`src/rtl/if_core_pkg.sv`:
```
// Core side definitions of the fetch front end
package if_core_pkg;

  // Architectural register and address width
  parameter int XLEN = 32;

  ////////////////////////////////////////
  // Controller to fetch
  ////////////////////////////////////////

  // Command from the core controller
  // A redirect is only legal while fetching is allowed
  typedef struct packed {
    logic            instr_req;
    logic            pc_set;
    logic [XLEN-1:0] branch_addr;
  } ctrl_cmd_t;

  ////////////////////////////////////////
  // Inside the front end and towards decode
  ////////////////////////////////////////

  // One fetched word tagged with its word address (byte address bits 31:2)
  typedef struct packed {
    logic [XLEN-3:0] addr;
    logic [XLEN-1:0] data;
  } fetch_word_t;

  // One extracted instruction
  // For compressed instructions the upper halfword is zero
  typedef struct packed {
    logic [XLEN-1:0] addr;
    logic [XLEN-1:0] instr;
    logic            compressed;
  } instr_out_t;

endpackage

```
`src/rtl/if_bus_pkg.sv`:
```
// Wishbone bus definitions shared by the fetch master and the bus side of the top
package if_bus_pkg;

  ////////////////////////////////////////
  // Bus widths
  ////////////////////////////////////////

  // Byte address width of the instruction bus
  parameter int WB_AW = 32;
  // Data width of the instruction bus, one full instruction word
  parameter int WB_DW = 32;
  // One select bit per byte lane
  localparam int WB_SW = WB_DW / 8;

  ////////////////////////////////////////
  // Master and slave bundles
  ////////////////////////////////////////

  // Signals driven by the master
  // The fetch path only reads, so we stays low and every byte lane is selected
  typedef struct packed {
    logic             cyc;
    logic             stb;
    logic             we;
    logic [WB_SW-1:0] sel;
    logic [WB_AW-1:0] adr;
  } wb_req_t;

  // Signals driven by the slave
  // The read data is only meaningful on the edge where ack is high
  typedef struct packed {
    logic             ack;
    logic [WB_DW-1:0] dat;
  } wb_rsp_t;

endpackage
```
`src/rtl/if_fetch_top.sv`:
```
`timescale 1ns/1ps

// Instruction fetch front end
// Fetch master on the bus side, alignment buffer on the decode side
module if_fetch_top #(
  parameter int BUF_WORDS = 3
) (
  input  logic                    clk,
  input  logic                    rst_n,
  input  if_core_pkg::ctrl_cmd_t  ctrl_i,
  output if_bus_pkg::wb_req_t     wb_o,
  input  if_bus_pkg::wb_rsp_t     wb_i,
  output logic                    instr_valid_o,
  output if_core_pkg::instr_out_t instr_o,
  input  logic                    instr_ready_i
);

  // Handshake between the two stages
  logic                     room;
  logic                     word_valid;
  if_core_pkg::fetch_word_t word;

  if_fetch_master u_fetch (
    .clk          (clk),
    .rst_n        (rst_n),
    .ctrl_i       (ctrl_i),
    .room_i       (room),
    .wb_o         (wb_o),
    .wb_i         (wb_i),
    .word_valid_o (word_valid),
    .word_o       (word)
  );

  // The buffer only needs the redirect part of the controller command
  if_align_buffer #(
    .BUF_WORDS (BUF_WORDS)
  ) u_align (
    .clk           (clk),
    .rst_n         (rst_n),
    .pc_set_i      (ctrl_i.pc_set),
    .branch_addr_i (ctrl_i.branch_addr),
    .word_valid_i  (word_valid),
    .word_i        (word),
    .room_o        (room),
    .instr_valid_o (instr_valid_o),
    .instr_o       (instr_o),
    .instr_ready_i (instr_ready_i)
  );

endmodule

```
`src/rtl/if_align_buffer.sv`:
```
`timescale 1ns/1ps

// Align stage
// Holds fetched words and cuts them into 16-bit and 32-bit instructions
module if_align_buffer #(
  parameter int BUF_WORDS = 3
) (
  input  logic                     clk,
  input  logic                     rst_n,
  input  logic                     pc_set_i,
  input  logic [31:0]              branch_addr_i,
  input  logic                     word_valid_i,
  input  if_core_pkg::fetch_word_t word_i,
  output logic                     room_o,
  output logic                     instr_valid_o,
  output if_core_pkg::instr_out_t  instr_o,
  input  logic                     instr_ready_i
);

  localparam int PW = (BUF_WORDS > 1) ? $clog2(BUF_WORDS) : 1;
  localparam int CW = $clog2(BUF_WORDS + 1);

  // Word storage and its occupancy
  logic [31:0]          mem [BUF_WORDS];
  logic [BUF_WORDS-1:0] valid_q;
  logic [PW-1:0]        wptr;
  logic [PW-1:0]        rptr;
  logic [PW-1:0]        rptr_nx;
  logic [CW-1:0]        cnt_q;
  // Reads granted by room_o whose word has not arrived yet
  logic [1:0]           inflight_q;
  // Halfword offset of the next instruction inside the head word
  logic                 hw_q;
  // Address of the next instruction
  logic [31:0]          addr_q;
  logic [31:0]          head_w;
  logic [31:0]          next_w;
  logic [15:0]          first_hw;
  logic                 compressed;
  logic                 avail;
  logic [31:0]          instr;
  logic                 push;
  logic                 pop;
  logic                 pop_word;

  // Circular pointer step for a depth that need not be a power of two
  function automatic logic [PW-1:0] ptr_inc(input logic [PW-1:0] ptr);
    logic [PW-1:0] res;
    if (ptr == PW'(BUF_WORDS - 1)) begin
      res = '0;
    end else begin
      res = ptr + 1'b1;
    end
    return res;
  endfunction

  ////////////////////////////////////////
  // Extraction
  ////////////////////////////////////////

  always_comb begin
    rptr_nx  = ptr_inc(rptr);
    head_w   = mem[rptr];
    next_w   = mem[rptr_nx];
    first_hw = hw_q ? head_w[31:16] : head_w[15:0];
    // RISC-V marks a 32-bit instruction with 11 in the two lowest bits
    compressed = (first_hw[1:0] != 2'b11);
    if (compressed) begin
      avail = valid_q[rptr];
      instr = {16'h0000, first_hw};
    end else if (!hw_q) begin
      avail = valid_q[rptr];
      instr = head_w;
    end else begin
      // The upper half lives in the low halfword of the following word
      avail = valid_q[rptr] & valid_q[rptr_nx];
      instr = {next_w[15:0], head_w[31:16]};
    end
  end

  // Nothing leaves in a redirect cycle, the contents are stale by then
  assign instr_valid_o      = avail & ~pc_set_i;
  assign instr_o.addr       = addr_q;
  assign instr_o.instr      = instr;
  assign instr_o.compressed = compressed;

  assign push     = word_valid_i & ~pc_set_i;
  assign pop      = instr_valid_o & instr_ready_i;
  // The head word is used up unless a compressed instruction leaves its upper half
  assign pop_word = pop & (hw_q | ~compressed);

  // Free slot beyond held words and the word in flight
  assign room_o = (int'(cnt_q) + int'(inflight_q)) < BUF_WORDS;

  ////////////////////////////////////////
  // Storage and pointers
  ////////////////////////////////////////

  always_ff @(posedge clk) begin
    if (push) begin
      mem[wptr] <= word_i.data;
    end
  end

  always_ff @(posedge clk or negedge rst_n) begin
    if (!rst_n) begin
      valid_q <= '0;
      wptr    <= '0;
      rptr    <= '0;
      cnt_q   <= '0;
      hw_q    <= 1'b0;
      addr_q  <= '0;
    end else if (pc_set_i) begin
      // Flush and restart at the target, possibly in the upper halfword
      valid_q <= '0;
      wptr    <= '0;
      rptr    <= '0;
      cnt_q   <= '0;
      hw_q    <= branch_addr_i[1];
      addr_q  <= {branch_addr_i[31:1], 1'b0};
    end else begin
      if (push) begin
        valid_q[wptr] <= 1'b1;
        wptr          <= ptr_inc(wptr);
      end
      if (pop_word) begin
        valid_q[rptr] <= 1'b0;
        rptr          <= rptr_nx;
      end
      cnt_q <= cnt_q + CW'(push) - CW'(pop_word);
      if (pop) begin
        hw_q   <= hw_q ^ compressed;
        addr_q <= addr_q + (compressed ? 32'd2 : 32'd4);
      end
    end
  end

  // A grant is counted on the edge where room_o is seen with nothing outstanding
  // The fetch master takes the same grant on the same edge
  // A redirect keeps an open grant, and only a word arrival returns it
  always_ff @(posedge clk or negedge rst_n) begin
    if (!rst_n) begin
      inflight_q <= '0;
    end else if (word_valid_i) begin
      inflight_q <= inflight_q - 2'd1;
    end else if (room_o && inflight_q == 2'd0) begin
      inflight_q <= inflight_q + 2'd1;
    end
  end

endmodule

```
`src/rtl/if_fetch_master.sv`:
```
`timescale 1ns/1ps

// Fetch stage
// Reads aligned words over Wishbone classic with at most one open cycle
module if_fetch_master (
  input  logic                     clk,
  input  logic                     rst_n,
  input  if_core_pkg::ctrl_cmd_t   ctrl_i,
  input  logic                     room_i,
  output if_bus_pkg::wb_req_t      wb_o,
  input  if_bus_pkg::wb_rsp_t      wb_i,
  output logic                     word_valid_o,
  output if_core_pkg::fetch_word_t word_o
);

  // Word address width, the byte offset bits are always zero
  localparam int WA = if_bus_pkg::WB_AW - 2;

  // Next word address to fetch
  logic [WA-1:0] next_q;
  // Word address of the open cycle, held stable until ack
  logic [WA-1:0] adr_q;
  // A bus cycle is open
  logic          open_q;
  // The response of the open cycle belongs to the old stream
  logic          discard_q;
  // The align buffer has set a slot aside for our next response
  // This mirrors the in-flight count kept by the buffer
  logic          slot_q;
  logic          ack;
  logic          issue;
  logic [WA-1:0] start_adr;

  ////////////////////////////////////////
  // Request and response decode
  ////////////////////////////////////////

  assign ack = open_q & wb_i.ack;

  // A response is forwarded unless a redirect made it stale
  // A redirect on the ack edge itself also drops the word
  assign word_valid_o = ack & ~discard_q & ~ctrl_i.pc_set;

  // Start a cycle when a buffer slot is ours and the controller wants instructions
  assign issue = (slot_q | room_i) & ctrl_i.instr_req & ~open_q;

  // A cycle started on the redirect edge goes straight to the target word
  assign start_adr = ctrl_i.pc_set ? ctrl_i.branch_addr[if_bus_pkg::WB_AW-1:2] : next_q;

  ////////////////////////////////////////
  // Control state
  ////////////////////////////////////////

  always_ff @(posedge clk or negedge rst_n) begin
    if (!rst_n) begin
      next_q    <= '0;
      open_q    <= 1'b0;
      discard_q <= 1'b0;
      slot_q    <= 1'b0;
    end else begin
      // The fetch address follows redirects and steps one word per accepted response
      if (ctrl_i.pc_set) begin
        next_q <= ctrl_i.branch_addr[if_bus_pkg::WB_AW-1:2];
      end else if (word_valid_o) begin
        next_q <= next_q + 1'b1;
      end

      // The open flag rises on issue and falls on the ack edge
      if (issue) begin
        open_q <= 1'b1;
      end else if (ack) begin
        open_q <= 1'b0;
      end

      // A redirect during an open cycle lets the cycle finish and drops its data
      if (ack) begin
        discard_q <= 1'b0;
      end else if (ctrl_i.pc_set && open_q) begin
        discard_q <= 1'b1;
      end

      // A dropped response keeps the slot, so the restarted fetch reuses it
      slot_q <= word_valid_o ? 1'b0 : (slot_q | room_i);
    end
  end

  // Address of the cycle, only sampled while cyc is high
  always_ff @(posedge clk) begin
    if (issue) begin
      adr_q <= start_adr;
    end
  end

  ////////////////////////////////////////
  // Bus and word outputs
  ////////////////////////////////////////

  always_comb begin
    wb_o     = '0;
    wb_o.cyc = open_q;
    wb_o.stb = open_q;
    wb_o.we  = 1'b0;
    wb_o.sel = '1;
    wb_o.adr = {adr_q, 2'b00};
  end

  assign word_o.addr = adr_q;
  assign word_o.data = wb_i.dat;

endmodule

```
`config.mk`:
```
export PLATFORM = sky130hd
export DESIGN_NAME = if_fetch_top
export DESIGN_NICKNAME = d
export VERILOG_FILES = /design/src/rtl/if_core_pkg.sv /design/src/rtl/if_bus_pkg.sv /design/src/rtl/if_fetch_top.sv /design/src/rtl/if_align_buffer.sv /design/src/rtl/if_fetch_master.sv
export SDC_FILE = /design/constraint.sdc
export NUM_CORES = 1
export LEC_CHECK = 0
export BUFFER_PORTS_ARGS = -buffer_cell sky130_fd_sc_hd__buf_2
export CORE_MARGIN = 2
export CORE_UTILIZATION = 25
export DETAILED_ROUTE_END_ITERATION = 8
export GPL_ROUTABILITY_DRIVEN = 1
export GPL_TIMING_DRIVEN = 0
export PLACE_DENSITY = 0.48
export SYNTH_ARGS = -nofsm -noshare
export SYNTH_HDL_FRONTEND = slang
export SYNTH_SLANG_ARGS = --single-unit
```
`constraint.sdc`:
```
create_clock -name clk -period 4.2 [get_ports clk]
set_input_delay 0.42 -clock clk [delete_from_list [all_inputs] [get_ports clk]]
set_output_delay 0.42 -clock clk [all_outputs]
set_load 0.01 [all_outputs]
```
## Word-level counts from Yosys, hierarchy flattened

Memory sizes are Yosys's and may differ from the RTL's.
Index checks and enable logic that the tools add are counted.
W data, S select, Z words.

- Logic and storage cells: 104
- Register bits after elaboration: 107
- Output and inout bits: 105
- Bits in writable memories: 96
- Input bits: 70
- Memories kept: 1

- Order comparisons: 6
- Add/sub/neg operators: 9
- Reduce and logical (&&, ||, !) cells: 12
- Multiplexer cells: 41
- Bitwise logic cells: 20
- Eq/ne operators: 3

Memory list:

| name | words | bits a word | read ports | clocked after memory_dff | write ports | RTL line | text |
|---|---|---|---|---|---|---|---|
| u_align.mem | 3 | 32 | 2 | 0 | 1 | if_align_buffer.sv:24 | `logic [31:0] mem [BUF_WORDS];` |

Operators with widths:

| kind | number |
|---|---|
| $mux W32 | 4 |
| $mux W30 | 3 |
| $add A32 B32 Y32 | 1 |
| $lt A32 B3 Y1 const B | 1 |
| $add A30 B1 Y30 const B | 1 |
| $mux W2 | 9 |
| $mux W16 | 1 |
| $mux W1 | 15 |
| $mux W3 | 5 |
| $reduce_bool A2 Y1 | 7 |
| $and A1 B1 Y1 | 10 |
| $lt A2 B3 Y1 const B | 3 |
| $add A2 B1 Y2 const B | 3 |
| $bmux W1 S2 | 2 |
| $demux W1 S2 | 2 |
| $eq A2 B2 Y1 const B | 2 |
| $ge A2 B1 Y1 const B | 2 |
| $logic_and A1 B1 Y1 | 4 |
| $not A1 Y1 | 4 |
| $add A2 B2 Y3 | 1 |
| $and A3 B3 Y3 | 1 |
| $not A3 Y3 | 1 |
| $or A3 B3 Y3 | 1 |
| $add A2 B1 Y2 | 1 |
| other kinds (6) | 7 |

## Depth between registers and ports, before layout

- Depth after elaboration: 12
- Depth in mapped cells: 15
- Mapped depth without buffers: 12

## Hierarchy

From an unflattened synthesis, not the netlist that was laid out.

- Cells, all modules: 980
- Area total of the unflattened synthesis: 10435.0 um2

By module, submodules not included:

| module | seq. area each (um2) | area an instance (um2) | cells each | instances |
|---|---|---|---|---|
| if_align_buffer | 3958.8 | 6921.6 | 619 | 1 |
| if_fetch_master | 1726.7 | 3513.4 | 361 | 1 |

## Least setup slack after synthesis

Ideal clock, no wire load.

- Path type: register to register
- From: register u_align.inflight_q[0]
- To: register u_fetch.adr_q[0] (enable)
- Path buffers: 0
- Setup time: 464 ps
- Data arrival time: 3492 ps
- Stages on the path, launching flop included: 7
- Required time: 3736 ps
- Clock period less this slack: 3956 ps
- Setup slack: 244 ps
- Cell sequence: dfrtp_1 ha_1 inv_1 fa_1 nand2b_1 a21oi_1 nor3b_1

- Word-level cells in the longest chain between the ends: 5

Ends and longest elaborated chain:

| what | RTL line | text |
|---|---|---|
| start, declared | if_align_buffer.sv:31 | `logic [1:0] inflight_q;` |
| start signal, assigned | if_align_buffer.sv:145 | `inflight_q <= inflight_q - 2'd1;` |
| start signal, assigned | if_align_buffer.sv:147 | `inflight_q <= inflight_q + 2'd1;` |
| $add A2 B2 Y3 | if_align_buffer.sv:93 | `assign room_o = (int'(cnt_q) + int'(inflight_q)) < BUF_WORDS;` |
| $lt A32 B3 Y1 | if_align_buffer.sv:93 |  |
| $or A1 B1 Y1 | if_fetch_master.sv:45 | `assign issue = (slot_q \| room_i) & ctrl_i.instr_req & ~open_q;` |
| $and A1 B1 Y1 (2 in series) | if_fetch_master.sv:45 |  |
| via u_fetch.issue | if_fetch_master.sv:31 | `logic issue;` |
| end signal, assigned | if_fetch_master.sv:90 | `adr_q <= start_adr;` |
| end, declared | if_fetch_master.sv:22 | `logic [WA-1:0] adr_q;` |

The timed path passes the listed nets, and every way through them passes these cells.
A chain may end at the register's enable or synchronous reset.

## Worst setup path after layout

- From: register u_align.rptr[0]
- To: register u_align.addr_q[12]

- Word-level cells in the longest chain between the ends: 10
- Elaborated cells between the ends (all ways): 20
- Those cells by class: add/sub (2); eq/ne (2); mux (11); bitwise (3); reduce/logical (1); memory (1)

Ends and longest elaborated chain:

| what | RTL line | text |
|---|---|---|
| start, declared | if_align_buffer.sv:27 | `logic [PW-1:0] rptr;` |
| start signal, assigned | if_align_buffer.sv:128 | `rptr <= rptr_nx;` |
| parallel branches: the longest is 10 deep, another holds $mem_v2 Z3 W32 | -- |  |
| end signal, assigned | if_align_buffer.sv:120 | `addr_q <= {branch_addr_i[31:1], 1'b0};` |
| end signal, assigned | if_align_buffer.sv:133 | `addr_q <= addr_q + (compressed ? 32'd2 : 32'd4);` |
| end, declared | if_align_buffer.sv:35 | `logic [31:0] addr_q;` |

Parallel ways; which one is timed is not known. The select of a mux whose other input is x is not followed.

==> impl_metrics.csv <==
group,metric,value,unit
worst_setup_path,critical_path.cell_chain,"buf_6 > mux2_4 > mux4_2 > buf_4 > and2_4 > buf_6 > inv_1 > ha_1 > or2_2 > nand4_1 > a211oi_4 > xor2_1 > mux2_2",
placed_design,numPlacedInstances,1565,
global_routing,grt_max_degree,53,
worst_hold_path,worstHoldStart,"wb_i[1]",
global_routing,grt_antenna_before_repair,5,
finish,fillers,4065,
worst_hold_path,hold_class,"input port to flip-flop",
routing,routed_wl,30.51,mm
worst_setup_path,arrival,4240,ps
sta,rsz0062_at_grt,"no",
worst_setup_path,reg2reg_from,"u_align.rptr[0]$_DFFE_PN0P_",
worst_setup_path,path_common_cell,"buf_6",
power,leakagePower,0.004808,uW
clocking,clock_latency,530,ps
synth,synth_top_area_share,37.96,%
synth,synth-main-ff-cell,"edfxtp_1",
worst_setup_path,path_max_fanout,10,
clocking,cts_setup_buffers,0,
worst_hold_path,min_path_cells,1,
finish,final_common_cell,"buf_2",
clocking,path_clk_slew,60,ps
sta,fin_ws,384.5,ps
die,die_area,41490,sq um
finish,regArea,5685,sq um
power,power_density,445.3,nW/um^2
worst_hold_path,worst_hold_path.endpoint,"u_align.mem[1][1]$_DFFE_PP_",
clocking,cts_tree,"yes",
worst_setup_path,rr_endpoint,"u_align.addr_q[12]$_DFFE_PN0P_",
sta,slew_headroom,35.76,%
clocking,cts_buffer_depth,3,
global_routing,grt_pass1_vias,7453,
die,start_util,25.20,%
clocking,cts.sinks,202,
finish,multiInputGateArea,3909,sq um
finish,fin_util,31.66,%
synth,synthCells,858,
sta,drv_slew,0,
synth,synth_top_area_cell,"edfxtp_1",
global_routing,grt_pass1_wl,45.55,mm
global_routing,grt_usage,14.51,%
worst_setup_path,r2r_slack,380,ps
die,die_y,203.7,um
sta,max_freq,0.2621,GHz
sta,worstMarginPinSlew,959.4,ps
synth,synth_area_leaders,"edfxtp_1 38%, dfrtp_1 19%, mux2i_1 6.2%",
synth,syn_area_per_cell,11.62,sq um
synth,syn_area,9968,sq um
run_status,status,"finished, final reports clean",
synth,synth_edf_count,126,
finish,fin_cells,1613,
sta,min_period,3816,ps
die,die_x,203.7,um
placed_design,gp_congestion,0.8263,
routing,wl_per_cell,18.92,um
sta,setup_viol,0,
finish,drive_gt1_share,26.86,%
worst_setup_path,crit_path_end_kind,"flip-flop",
synth,synthArstFlopShare,37.62,%
worst_setup_path,rr_worst_depth,13,
clocking,cts_buffers,25,
worst_setup_path,slowest_stage,"a211oi_4",
finish,area_growth,25.61,%
die,core,39550,sq um
worst_setup_path,crit_required,4620,ps
routing,postRouteAntennaNets,0,
power,irDropWorstVdd,298.0,uV
die,rows,73,
clocking,htree_levels,1,
routing,drtIter0Drc,433,
worst_setup_path,path_class,"flip-flop to flip-flop",
finish,mostFrequentLayoutCells,"166 x buf_2, 126 x edfxtp_1, 80 x nor2_1, 76 x dfrtp_1, 62 x mux2i_1",
worst_setup_path,startpoint_type,"flip-flop",
clocking,cts_root_buf,"clkbuf_16",
placed_design,port_buffers,164,
routing,drtPass1Iterations,5,
routing,vias,7493,
synth,ys.warnings.count,0,
routing,drc,0,
placed_design,place_ws,412.0,ps
sta,finClkSkew,11.64,ps
synth,ys_types,64,
placed_design,hpwl,22.53,mm
sta,hold_viol_final,0,
worst_setup_path,slowest_delay,600,ps
global_routing,gr-total-overflow,0,
routing,detail_route.vias_per_cell,4.645,
die,io_pins,175,
synth,yosysSeqAreaShare,57.04,%
sta,period_share,90.85,%
finish,fin_nets,1146,
job,drv_cap,0,
synth,ys_seq_elements,202,
[flip-flops by register name (all words and copies together) (netlist names)]
name and flops:
u_align.addr_q 31, u_fetch.discard_q 1, u_align.hw_q 1, u_align.mem 96
u_align.valid_q 3, u_fetch.slot_q 1, u_align.wptr 2, u_align.rptr 2
u_fetch.next_q 30, u_fetch.adr_q 30, u_fetch.open_q 1, u_align.cnt_q 2
u_align.inflight_q 2
[Yosys cell counts, drive strengths merged (4+ instances only)]
cell / n
a2111oi: 4
a211oi: 6
a21oi: 57
a31oi: 9
and2: 6
and3: 13
and4: 5
buf: 25
clkbuf: 31
dfrtp: 76
edfxtp: 126
ha: 7
inv: 34
mux2: 35
mux2i: 62
mux4: 4
nand2: 52
nand2b: 7
nand3: 25
nand3b: 4
nand4: 17
nor2: 80
nor3: 13
nor4: 4
o211ai: 7
o21ai: 53
o31a: 5
or3: 8
or4: 7
xnor2: 31
xor2: 11
[stage by stage]
stage | setup TNS [ps] | hold WS, ps | area, sq um | total power (uW)
floorplan | 0 | 124.4 | 9991 | 2991
global placement | -168150 | 480.0 | 11470 | 3383
detailed placement | 0 | 371.3 | 11650 | 3412
CTS | 0 | 51.88 | 12520 | 5651
global route | 0 | 63.53 | 12520 | 5842
finish | 0 | 82.47 | 12520 | 5576
[layer usage]
| layer | GRT usage [%] | wire length, um | vias to the layer above |
|---|---|---|---|
| met2 | 24.20 | 14400 | 249 |
| met3 | 3.100 | 2072 | 47 |
| li1 | - | - | 3553 |
| met4 | 2.920 | 577 | 8 |
| met5 | 0 | 40 | - |
| met1 | 19.42 | 13430 | 3636 |
[worst max-delay path by stage]
stage                                      start                              to  slack, ps  cells past startpoint
2_1_floorplan  u_align.inflight_q[0]$_DFFE_PN0P_      u_fetch.adr_q[0]$_DFFE_PP_        240                      6
3_5_place_dp         u_align.rptr[0]$_DFFE_PN0P_  u_align.addr_q[12]$_DFFE_PN0P_        410                     13
6_report             u_align.rptr[0]$_DFFE_PN0P_  u_align.addr_q[12]$_DFFE_PN0P_        380                     13
5_1_grt              u_align.rptr[0]$_DFFE_PN0P_                     instr_o[23]        140                     10
4_1_cts              u_align.rptr[0]$_DFFE_PN0P_                     instr_o[23]        290                     10
3_3_place_gp                            wb_i[32]    u_align.mem[1][31]$_DFFE_PP_      -1910                      5
[what timing repair did]
action | 4_1_cts | 5_1_grt
hold buffers | 1 | 0
gates resized for setup | 0 | 0
hold endpoints to repair | 24 | 0
setup endpoints to repair | 0 | 0
[kinds of logic (layout without fill, tap and decap cells)]
logic type | count (synthesis) | count (layout) | synth area share, %
muxes | 101 | 101 | 11.23
DFF | 202 | 202 | 57.04
xor gates and xnor gates | 42 | 42 | 3.690
AOI/OAI and AO/OA | 158 | 158 | 9.803
adders and majority gates | 8 | 8 | 1.079
other | 2 | 9 | 0.07534
and+or+nand+nor | 254 | 254 | 12.94
buffers and inverters | 91 | 314 | 4.142
[critical path, delay by kind of cell (launching register included)]
| kind | cells | cell delay [ps] |
|---|---|---|
| xor+xnor | 1 | 130 |
| buf+inv | 4 | 590 |
| compound gates | 1 | 600 |
| simple gates | 3 | 790 |
| flops | 1 | 380 |
| fa+ha+maj | 1 | 190 |
| mux | 3 | 1020 |
[cell type report]
cell class	instances	area share, %
clock buffers	34	5.506
clock inverters	12	1.309
diodes	1	0.01999
flip-flops and latches	202	45.41
multi-input cells	571	31.22
well taps	525	5.246
repair buffers	177	7.994
inverters	35	1.049
plain buffers	56	2.248
[where the power goes]
| part | total [uW] | internal [uW] | switching, uW |
|---|---|---|---|
| clock | 2220 | 1340 | 875 |
| sequential | 2450 | 2320 | 131 |
| combinational | 905 | 368 | 537 |
| total | 5580 | 4030 | 1540 |
(Power assumes the default switching activity.)
